**config.mk**
```make
export PLATFORM = sky130hd
export DESIGN_NAME = neural_monitor_top
export DESIGN_NICKNAME = d
export VERILOG_FILES = /design/src/hdl/nm_event_pkg.sv /design/src/hdl/nm_timing_pkg.sv /design/src/hdl/epoch_if.sv /design/src/hdl/epoch_timer.sv /design/src/hdl/event_classifier.sv /design/src/hdl/event_reporter.sv /design/src/hdl/excitability_accum.sv /design/src/hdl/neural_monitor_top.sv /design/src/hdl/spike_detector.sv
export SDC_FILE = /design/constraint.sdc
export NUM_CORES = 1
export LEC_CHECK = 0
export CORE_MARGIN = 2
export CORE_UTILIZATION = 50
export CTS_BUF_LIST = sky130_fd_sc_hd__clkbuf_16
export CTS_CLUSTER_SIZE = 20
export DETAILED_ROUTE_END_ITERATION = 6
export DONT_BUFFER_PORTS = 1
export GPL_TIMING_DRIVEN = 0
export SLEW_MARGIN = 20
export SYNTH_ARGS = -nofsm -noshare
export SYNTH_HDL_FRONTEND = slang
export SYNTH_HIERARCHICAL = 1
export SYNTH_SLANG_ARGS = --single-unit
export TNS_END_PERCENT = 1
```
**constraint.sdc**
```tcl
create_clock -name clk -period 3.1 [get_ports clk]
set_input_delay 0.775 -clock clk [delete_from_list [all_inputs] [get_ports clk]]
set_output_delay 0.775 -clock clk [all_outputs]
set_load 0.005 [all_outputs]
```
**src/hdl/nm_event_pkg.sv**
```systemverilog
/*
 * Event class codes, sample widths and report FSM codes shared by the
 * classifier, the reporter and the testbench.
 */
`default_nettype none

package nm_event_pkg;

    localparam int SAMPLE_W = 12;                        // signed neural sample
    localparam int THRESH_W = 4;                         // class thresholds in detection counts

    localparam int EVENT_W = 2;
    localparam logic [EVENT_W-1:0] EVENT_C = 2'd0;       // background
    localparam logic [EVENT_W-1:0] EVENT_B = 2'd1;       // elevated
    localparam logic [EVENT_W-1:0] EVENT_A = 2'd2;       // seizure-like

    localparam int REP_W = 2;
    localparam logic [REP_W-1:0] REP_IDLE    = 2'd0;
    localparam logic [REP_W-1:0] REP_REQ     = 2'd1;     // req high, waiting for ack
    localparam logic [REP_W-1:0] REP_RELEASE = 2'd2;     // req low, waiting for ack to drop

endpackage

`default_nettype wire

```
**src/hdl/nm_timing_pkg.sv**
```systemverilog
/*
 * Time constants and excitability scaling for the neural monitor front end.
 * Periods are counted in sample ticks and are scaled down for simulation.
 */
`default_nettype none

package nm_timing_pkg;

    localparam int EXC_W = 8;                            // excitability level width
    localparam logic [EXC_W-1:0] EXC_STEP = 8'd16;       // added for each detection
    localparam logic [EXC_W-1:0] EXC_SAT  = 8'd160;      // ten steps, the level never goes higher

    localparam int CNT_W = 8;                            // width of all tick counters
    localparam int DECAY_SAMPLES      = 64;              // quiet ticks before the level clears
    localparam int REFRACTORY_SAMPLES = 96;              // ticks after an A section with no B entry
    localparam int CONFIRM_A          = 4;               // high ticks needed before class A

endpackage

`default_nettype wire

```
**src/hdl/epoch_if.sv**
```systemverilog
/*
 * Link between the epoch timer and the event classifier.
 * The timer owns the decay and refractory flags, the classifier owns a_end.
 */
`timescale 1ns/1ps
`default_nettype none

interface epoch_if
    import nm_timing_pkg::*;
(
    input logic clk,
    input logic reset
);

    logic decay_expired;    // one-cycle pulse, quiet period is over
    logic refractory_over;  // level, B may be entered again
    logic a_end;            // one-cycle pulse when class A is left

    modport timer (output decay_expired, output refractory_over, input a_end);
    modport classifier (input refractory_over, output a_end);

    // a tick needs at least one cycle, so the window lasts at least this many cycles
    refractory_hold: assert property (@(posedge clk) disable iff (reset)
        a_end |=> !refractory_over [*REFRACTORY_SAMPLES])
        else $error("refractory window shorter than REFRACTORY_SAMPLES");

endinterface

`default_nettype wire

```
**src/hdl/epoch_timer.sv**
```systemverilog
/*
 * Counts sample ticks since the last detection and since the last A section ended.
 * Drives the decay pulse and the refractory level on the epoch interface.
 */
`timescale 1ns/1ps
`default_nettype none

module epoch_timer
    import nm_timing_pkg::*;
(
    input  logic   clk,
    input  logic   reset,
    input  logic   sample_valid,
    input  logic   detection,
    epoch_if.timer ep
);

    logic [CNT_W-1:0] quiet_cnt;
    logic [CNT_W-1:0] refr_cnt;

    // fires on the tick that brings the quiet count to DECAY_SAMPLES
    assign ep.decay_expired = sample_valid && !detection &&
                              (quiet_cnt == CNT_W'(DECAY_SAMPLES - 1));

    always_ff @(posedge clk) begin
        if (reset) begin
            quiet_cnt <= CNT_W'(DECAY_SAMPLES);  // starts expired, level is already zero
        end else if (detection) begin
            quiet_cnt <= '0;
        end else if (sample_valid && quiet_cnt != CNT_W'(DECAY_SAMPLES)) begin
            quiet_cnt <= quiet_cnt + 1'b1;  // holds once the decay has fired
        end
    end

    always_ff @(posedge clk) begin
        if (reset) begin
            refr_cnt           <= '0;
            ep.refractory_over <= 1'b1;
        end else if (ep.a_end) begin
            refr_cnt           <= '0;
            ep.refractory_over <= 1'b0;
        end else if (sample_valid && !ep.refractory_over) begin
            refr_cnt <= refr_cnt + 1'b1;
            if (refr_cnt == CNT_W'(REFRACTORY_SAMPLES - 1)) begin
                ep.refractory_over <= 1'b1;
            end
        end
    end

endmodule

`default_nettype wire

```
**src/hdl/event_classifier.sv**
```systemverilog
/*
 * Class FSM over the excitability level: C background, B elevated, A seizure-like.
 * A needs CONFIRM_A consecutive high ticks, B entry from C waits for the
 * refractory period after an A section.
 */
`timescale 1ns/1ps
`default_nettype none

module event_classifier
    import nm_event_pkg::*;
    import nm_timing_pkg::*;
(
    input  logic                clk,
    input  logic                reset,
    input  logic                sample_valid,
    input  logic [EXC_W-1:0]    excitability,
    input  logic [THRESH_W-1:0] class_a_thresh,
    input  logic [THRESH_W-1:0] class_b_thresh,
    epoch_if.classifier         ep,
    output logic [EVENT_W-1:0]  event_class
);

    logic [EXC_W-1:0]   a_level;
    logic [EXC_W-1:0]   b_level;
    logic               high;
    logic               mid;
    logic               confirmed;
    logic [CNT_W-1:0]   confirm_cnt;
    logic [EVENT_W-1:0] next_class;

    assign a_level   = EXC_W'(class_a_thresh) * EXC_STEP;  // fits in EXC_W up to 15 steps
    assign b_level   = EXC_W'(class_b_thresh) * EXC_STEP;
    assign high      = excitability >= a_level;
    assign mid       = excitability >= b_level;
    assign confirmed = high && (confirm_cnt == CNT_W'(CONFIRM_A));

    always_ff @(posedge clk) begin
        if (reset || !high) begin
            confirm_cnt <= '0;
        end else if (sample_valid && !confirmed) begin
            confirm_cnt <= confirm_cnt + 1'b1;  // saturates at CONFIRM_A
        end
    end

    always_comb begin
        next_class = event_class;
        case (event_class)
            EVENT_C: begin
                if (confirmed) next_class = EVENT_A;
                else if (mid && ep.refractory_over) next_class = EVENT_B;
            end
            EVENT_B: begin
                if (confirmed) next_class = EVENT_A;
                else if (!mid) next_class = EVENT_C;
            end
            EVENT_A: begin
                if (!high) next_class = mid ? EVENT_B : EVENT_C;
            end
            default: next_class = EVENT_C;
        endcase
    end

    always_ff @(posedge clk) begin
        if (reset) begin
            event_class <= EVENT_C;
            ep.a_end    <= 1'b0;
        end else begin
            event_class <= next_class;
            ep.a_end    <= (event_class == EVENT_A) && !high;  // same edge as the exit
        end
    end

    class_code_valid: assert property (@(posedge clk) disable iff (reset)
        event_class != EVENT_W'(3))
        else $error("class code 3 is unused");

    a_end_from_a: assert property (@(posedge clk) disable iff (reset)
        ep.a_end |-> $past(event_class) == EVENT_A && event_class != EVENT_A)
        else $error("a_end without the class just leaving A");

endmodule

`default_nettype wire

```
**src/hdl/event_reporter.sv**
```systemverilog
/*
 * Sends class changes to the host over a four-phase req/ack handshake.
 * Changes seen while a handshake is busy are not queued, only the latest
 * class is compared with the last reported one.
 */
`timescale 1ns/1ps
`default_nettype none

module event_reporter
    import nm_event_pkg::*;
(
    input  logic               clk,
    input  logic               reset,
    input  logic [EVENT_W-1:0] event_class,
    input  logic               report_ack,
    output logic               report_req,
    output logic [EVENT_W-1:0] report_class
);

    logic [REP_W-1:0] state;

    assign report_req = (state == REP_REQ);

    // report_class doubles as the last reported class
    always_ff @(posedge clk) begin
        if (reset) begin
            state        <= REP_IDLE;
            report_class <= EVENT_C;
        end else begin
            case (state)
                REP_IDLE: begin
                    if (event_class != report_class && !report_ack) begin
                        state        <= REP_REQ;
                        report_class <= event_class;
                    end
                end
                REP_REQ: if (report_ack) state <= REP_RELEASE;
                REP_RELEASE: if (!report_ack) state <= REP_IDLE;
                default: state <= REP_IDLE;
            endcase
        end
    end

    class_stable: assert property (@(posedge clk) disable iff (reset)
        $past(report_req || report_ack) |-> $stable(report_class))
        else $error("report_class changed while req or ack was high");

    no_req_on_ack: assert property (@(posedge clk) disable iff (reset)
        $rose(report_req) |-> !report_ack)
        else $error("req rose while the host still held ack");

endmodule

`default_nettype wire

```
**src/hdl/excitability_accum.sv**
```systemverilog
/*
 * Saturating excitability level. Each detection adds one step and
 * the level clears at once when the timer signals the end of the quiet period.
 */
`timescale 1ns/1ps
`default_nettype none

module excitability_accum
    import nm_timing_pkg::*;
(
    input  logic             clk,
    input  logic             reset,
    input  logic             detection,
    input  logic             decay_expired,
    output logic [EXC_W-1:0] excitability
);

    always_ff @(posedge clk) begin
        if (reset) begin
            excitability <= '0;
        end else if (decay_expired) begin
            excitability <= '0;
        end else if (detection) begin
            if (excitability >= EXC_SAT - EXC_STEP) begin
                excitability <= EXC_SAT;  // clamp at ten steps
            end else begin
                excitability <= excitability + EXC_STEP;
            end
        end
    end

endmodule

`default_nettype wire

```
**src/hdl/neural_monitor_top.sv**
```systemverilog
/*
 * Top level of the event classification front end.
 * Detector, accumulator, epoch timer, classifier and reporter in a chain,
 * with the host side on plain ports.
 */
`timescale 1ns/1ps
`default_nettype none

module neural_monitor_top
    import nm_event_pkg::*;
    import nm_timing_pkg::*;
(
    input  logic                       clk,
    input  logic                       reset,
    input  logic                       sample_valid,
    input  logic signed [SAMPLE_W-1:0] sample,
    input  logic [SAMPLE_W-1:0]        spike_thresh,
    input  logic [THRESH_W-1:0]        class_a_thresh,
    input  logic [THRESH_W-1:0]        class_b_thresh,
    input  logic                       report_ack,
    output logic                       report_req,
    output logic [EVENT_W-1:0]         report_class
);

    logic               detection;
    logic [EXC_W-1:0]   excitability;
    logic [EVENT_W-1:0] event_class;

    epoch_if u_epoch_if (.clk(clk), .reset(reset));

    spike_detector u_spike_detector (
        .clk(clk), .reset(reset), .sample_valid(sample_valid), .sample(sample),
        .spike_thresh(spike_thresh), .detection(detection)
    );

    excitability_accum u_excitability_accum (
        .clk(clk), .reset(reset), .detection(detection),
        .decay_expired(u_epoch_if.decay_expired), .excitability(excitability)
    );

    epoch_timer u_epoch_timer (
        .clk(clk), .reset(reset), .sample_valid(sample_valid), .detection(detection),
        .ep(u_epoch_if.timer)
    );

    event_classifier u_event_classifier (
        .clk(clk), .reset(reset), .sample_valid(sample_valid), .excitability(excitability),
        .class_a_thresh(class_a_thresh), .class_b_thresh(class_b_thresh),
        .ep(u_epoch_if.classifier), .event_class(event_class)
    );

    event_reporter u_event_reporter (
        .clk(clk), .reset(reset), .event_class(event_class), .report_ack(report_ack),
        .report_req(report_req), .report_class(report_class)
    );

endmodule

`default_nettype wire

```
**src/hdl/spike_detector.sv**
```systemverilog
/*
 * Threshold crossing detector on the sample magnitude.
 * Disarms after each detection and rearms below half the threshold,
 * so one spike gives exactly one detection pulse.
 */
`timescale 1ns/1ps
`default_nettype none

module spike_detector
    import nm_event_pkg::*;
(
    input  logic                       clk,
    input  logic                       reset,
    input  logic                       sample_valid,
    input  logic signed [SAMPLE_W-1:0] sample,
    input  logic [SAMPLE_W-1:0]        spike_thresh,
    output logic                       detection
);

    logic [SAMPLE_W-1:0] magnitude;
    logic                armed;

    // -2048 maps to 2048, which still fits as unsigned
    assign magnitude = sample[SAMPLE_W-1] ? $unsigned(-sample) : $unsigned(sample);

    always_ff @(posedge clk) begin
        if (reset) begin
            armed     <= 1'b1;
            detection <= 1'b0;
        end else begin
            detection <= 1'b0;
            if (sample_valid) begin
                if (armed && magnitude >= spike_thresh) begin
                    detection <= 1'b1;
                    armed     <= 1'b0;
                end else if (!armed && magnitude < (spike_thresh >> 1)) begin
                    armed <= 1'b1;  // hysteresis at half threshold
                end
            end
        end
    end

endmodule

`default_nettype wire

```
Yosys cells after proc, flatten, opt, wreduce, memory -nomap -nowiden
Cells that the tools add are included.
{ "word_totals": {"ff_bits": 42, "out_inout_bits": 3} }
{ "classes": {"n_addsub": 5, "n_lt_le_gt_ge": 5, "eq_ne": 15, "n_mux": 21, "bitwise": 1, "n_reduce_logical": 33} }
{ "op_table": {"columns": ["operator", "count"], "rows": [
  ["8-bit by 1-bit adder with 8-bit output (second input constant)", 3],
  ["8-bit >= comparator", 2],
  ["2-bit two-way mux", 8],
  ["7-bit two-way mux", 2],
  ["12-bit >= comparator", 1],
  ["12-bit by 11-bit less-than comparator with 1-bit output", 1],
  ["12-bit two-way mux", 1],
  ["12-bit negator", 1],
  ["2-bit case mux with 3 select lines", 2],
  ["1-bit logical AND", 11],
  ["8-bit by 5-bit adder with 8-bit output (second input constant)", 1],
  ["8-bit by 3-bit equality test with 1-bit output (second input constant)", 1],
  ["8-bit by 6-bit equality test with 1-bit output (second input constant)", 1],
  ["8-bit by 7-bit equality test with 1-bit output (second input constant)", 1],
  ["8-bit >= comparator (second input constant)", 1],
  ["8-bit two-way mux", 1],
  ["8-bit by 7-bit != test with 1-bit output (second input constant)", 1],
  ["2-bit nonzero test", 4],
  ["2-bit OR reduction", 4],
  ["1-bit two-way mux", 7],
  ["1-bit zero test", 6],
  ["2-bit != test (second input constant)", 3],
  ["2-bit AND reduction", 3],
  ["3-bit AND reduction", 2],
  ["other kinds (9)", 12]
]} }

Logic depth before layout (Yosys ltp)
{ "depth": {"depth_word": 6, "depth_mapped": 11, "mapped_depth_nobuf": 11} }

Hierarchy
The synthesis kept the hierarchy.
{ "modules_own_cells": {"columns": ["mod", "instances", "cells_each", "area_each_um2"], "rows": [
  ["epoch_timer", 1, 98, 880.8],
  ["spike_detector", 1, 104, 843.3],
  ["event_classifier", 1, 80, 714.4],
  ["excitability_accum", 1, 26, 242.7],
  ["event_reporter", 1, 17, 181.4]
]} }

Worst setup path after synthesis
OpenSTA, ideal clock, no wires.
{ "synth_path": {"path_kind": "input -> register", "start": "input port sample[3]", "end": "register u_spike_detector.armed", "setup_ps": 103, "arrival_time_ps": 2796, "slack_ps": 201, "stages": 10, "path_buffers": 0, "cell_sequence": "or3_4 -> nor2_4 -> nand3_4 -> o41ai_4 -> xnor2_1 -> ha_1 -> nand3_1 -> nand4b_1 -> o31a_1 -> a2111oi_2"} }
{ "synth_between": {"elab_chain_len": 6, "elab_cells_between_ends": 9, "classes_between": "add/sub (1); order compare (2); mux (2); reduce/logical (4)"} }
{ "synth_rtl": {"columns": ["item", "line", "source"], "rows": [
  ["start: declaration", "neural_monitor_top.sv:16", "input logic signed [SAMPLE_W-1:0] sample,"],
  ["12-bit negator", "spike_detector.sv:24", "assign magnitude = sample[SAMPLE_W-1] ? $unsigned(-sample) : $unsigned(sample);"],
  ["12-bit two-way mux *", "spike_detector.sv:24", null],
  ["12-bit by 11-bit less-than comparator with 1-bit output / 12-bit >= comparator (equally long branches)", "spike_detector.sv:36, spike_detector.sv:33", null],
  ["1-bit logical AND, on equally long branches", "spike_detector.sv:36, spike_detector.sv:33", null],
  ["2-bit nonzero test (no line)", null, null],
  ["2-bit AND reduction (no line)", null, null],
  ["end signal: assignment", "spike_detector.sv:28", "armed <= 1'b1;"],
  ["end signal: assignment", "spike_detector.sv:35", "armed <= 1'b0;"],
  ["end signal: assignment", "spike_detector.sv:37", "armed <= 1'b1;"],
  ["end: declaration", "spike_detector.sv:21", "logic armed;"]
]} }
Mark *: on every way between the ends. The rest lies on a longest branch, timed or not.
A chain may end at the register's enable or synchronous reset.

Worst setup path after layout
Ends and elaborated chain as after synthesis.

==> results.md <==
- Status: completed
- Cell Chain, Critical Path: or3_4 > nor2_4 > nand3_4 > o41ai_4 > xnor2_1 > ha_1 > nand3_1 > nor3_1 > o31a_1 > a2111oi_2
- Slew Viols, Final: 0
- Min-delay worst type: register to register
- Gr ovfl total: 0
- Proportion of layout cells with a drive suffix above 1: 0.0866
- Avg WL per Cell: 13.3 µm
- WL final: 5430 µm
- RSZ-0062 raised after global routing: no
- Startpoint types: primary input
- Largest net degree at the start of global routing: 20
- Synth Area in Compound Gates: 0.158
- Fmax: ~0.36 GHz
- TritonCTS clock tree: yes
- P_int: 0.937 mW
- IO Pins: 39
- Number of port buffers: 0
- Final setup fails: 0
- Post-Synth Adder-Cell Area: 0.170
- Combinational power share: 0.129
- Antenna Nets Post-Route: 0
- Residual DRC count: 0
- NetSw: between 0.2 and 0.3 mW
- Starting Density: 0.520
- Vias in the first global route: 2252
- Reg area: 761 µm²
- Worst Slack Setup Final: 0.309 ns
- Synth unique cells: around 70
- Async S/R FF share, synth: 0
- Multi-input gate area: 1950 µm²
- CTS clk-pin slew, worst paths: 0.05 ns
- Leakage Power: 1.30 nW
- Register share of total power: 0.410
- Final hold violation count: 0
- CP Data Arrival Time: roughly 3.0 ns
- Clock Power Share: 0.461
- # H-tree levels: 2
- Vias: 2319
- Simple-Gate Fraction of Synth Area: 0.257
- # nets final: 410
- Seq/Total Area, Yosys: 0.266
- Initial antenna violation count: 0
- Post-Place Cell Area: 2960 µm²
- 1st-iter DRT viols: 83
- Post-Syn Area per Cell: 8.81 µm²
- Sw Ratio: 0.228
- Core area: 5510 µm²
- PostCTS Resize Cnt: 0
- Mux cell area share after synthesis: 0.0144
- Post-Syn Area: 2860 µm²
- Pwr dens: just under 400 nW/µm²
- Slew @ Worst Pin: 0.771 ns
- Site Rows: 27
- Slowest CP cell: or3_4
- Combinational family with the most area after synthesis: simple AND/OR/NAND/NOR gates
- Tmin final: about 2.8 ns
- Post-route cell area: 3120 µm²
- CP delay by family, top: simple AND/OR/NAND/NOR gates
- Clock Tree Buf Depth: 2
- Sink Count: 38
- Clock buffers created by TritonCTS: 5
- Vias per cell: between 5 and 6
- Synth Area in XOR/XNOR: 0.0765
- Largest fanout on the critical path: 3
- Worst path required time: ~3.3 ns
- Pre-CTS setup slack: -0.00294 ns
- Slew HR: 0.485
- N_diodes: 0
- Worst skew pair latency: between 0.2 and 0.3 ns
- Crit share post-route: 0.900
- Die area: 6350 µm²
- Hpwl dp: 4350 µm
- GP Congestion: around 0.76
- Yosys Warn Count: 6
- Post-CTS Setup Inserts: 0
- First-pass GRT wire length: 9470 µm
- Post-synthesis sequential element count: 38
- Hold_buf cts: 0
- Worst vdd ir: 0.218 mV
- Die width: 79.7 µm
- Critical path endpoint category: register
- Max_cap viols: 0
- Root buf cell: clkbuf_16
- WS Path Type: primary input to register
- Area growth syn-to-layout: 9.09%
- FILL cells: between 400 and 500
- Critical path's largest stage delay: 0.39 ns
- Post-synth EDFFs: 0
- Most used DFF post-synth: dfxtp_1
- Mapped Cells: about 330
- First drt pass iteration count: 4
- Buf/Inv on CP: 0
- Chip Height: approximately 80 µm
- Clock skew: 0.00536 ns
- GRT Total Usage: 0.185
-- cells in the mapped netlist (3+ instances only) --
master,number,area (µm²)
o21ai_0,9,45.0
o31ai_1,8,60.1
nand2_1,19,71.3
inv_1,30,113
nand2b_1,3,18.8
nor2b_1,3,18.8
nor4_1,4,25.0
nor3_1,12,60.1
nor2_1,26,97.6
buf_4,4,30.0
mux2i_1,3,30.0
o31a_1,3,26.3
ha_1,39,488
nand3_1,6,30.0
xor2_1,12,105
o21a_1,3,22.5
xnor2_1,13,114
a21oi_1,16,80.1
nand4_1,10,62.6
or4_1,3,22.5
or3_1,4,25.0
dfxtp_1,38,761
-- layout make-up --
class                   count  share of cell area
multi-input cells         253               0.625
well taps                  72              0.0288
inverters                  30              0.0361
clock inverters             2              0.0108
clock buffers               5              0.0401
flip-flops and latches     38               0.244
plain buffers               7              0.0156
-- cell families (layout without fill, tap and decap cells) --
group                      after synthesis  after routing
other                                    1              4
AOI/OAI and AO/OA                       62             62
buffers and inverters                   37             44
xor gates and xnor gates                25             25
muxes                                    4              4
DFF                                     38             38
adders and majority gates               39             39
and+or+nand+nor                        119            119
-- metal layers --
| layer | part of all wire | vias to the layer above | GRT usage |
|---|---|---|---|
| met5 | 0 | - | 0 |
| li1 | - | 1204 | - |
| met4 | 0.013 | 0 | 0.0655 |
| met3 | 0.034 | 7 | 0.0373 |
| met2 | 0.51 | 36 | 0.345 |
| met1 | 0.44 | 1072 | 0.207 |
-- flip-flops by register name, summed over array words and instances (netlist names) --
name,count
u_excitability_accum/excitability,4
u_spike_detector/detection,1
u_event_classifier/ep.a_end,1
u_epoch_timer/quiet_cnt,8
u_epoch_timer/refr_cnt,8
u_event_reporter/report_class,2
u_event_classifier/confirm_cnt,8
u_spike_detector/armed,1
u_event_reporter/state,2
u_epoch_timer/ep.refractory_over,1
u_event_classifier/event_class,2
-- worst paths after layout --
check | startpoint | endpoint | slack, ns | depth (start not counted)
setup / recovery | sample[3] | u_spike_detector/armed$_SDFFE_PP1P_ | 0.31 | 10
hold / removal | u_event_classifier/ep.a_end$_SDFF_PP0_ | u_epoch_timer/ep.refractory_over$_SDFFE_PP1P_ | 0.46 | 1
setup reg to reg | u_excitability_accum/excitability[4]$_SDFFE_PP0P_ | u_event_classifier/confirm_cnt[2]$_SDFFE_PP0P_ | 0.82 | 6
hold reg to reg | u_event_classifier/ep.a_end$_SDFF_PP0_ | u_epoch_timer/ep.refractory_over$_SDFFE_PP1P_ | 0.46 | 1
-- cell usage in the layout, fill, tap and decap left out, drive strengths merged, types with 2 or more instances in the layout --
master / n
nor3: 12
conb: 4
or4: 4
and4: 2
nand3: 7
a31oi: 2
dfxtp: 38
o21ai: 11
buf: 5
inv: 30
o31a: 3
clkbuf: 7
or2: 2
o21bai: 2
nand3b: 2
mux2i: 3
o31ai: 8
ha: 39
o21a: 3
nor4: 5
o41ai: 2
nor2b: 4
nand2: 20
nand2b: 3
a41oi: 2
or4b: 3
nand4: 11
xnor2: 13
xor2: 12
nor2: 27
and3: 2
or3: 5
a21oi: 16
a2111oi: 2
nand4bb: 2
nand4b: 2
-- power groups by stage --
stage	Sequential [mW]	Combinational, mW	Clock [mW]
2_1_floorplan	0.506	0.127	0
3_3_place_gp	0.508	0.153	0
3_5_place_dp	0.508	0.157	0
4_1_cts	0.497	0.159	0.566
5_1_grt	0.498	0.181	0.588
6_report	0.497	0.157	0.559
-- stage by stage --
| stage | power (mW) | utilization | setup TNS (ns) | hold WS, ns | std cells |
|---|---|---|---|---|---|
| global placement | 0.661 | 0.538 | 0 | 0.460 | 400 |
| finish | 1.21 | 0.567 | 0 | 0.456 | 407 |
| detailed placement | 0.665 | 0.538 | -0.00294 | 0.454 | 400 |
| global route | 1.27 | 0.567 | 0 | 0.481 | 407 |
| floorplan | 0.634 | - | 0 | 0.433 | 328 |
| CTS | 1.22 | 0.567 | 0 | 0.461 | 407 |
Power figures use the tool's default switching activity.
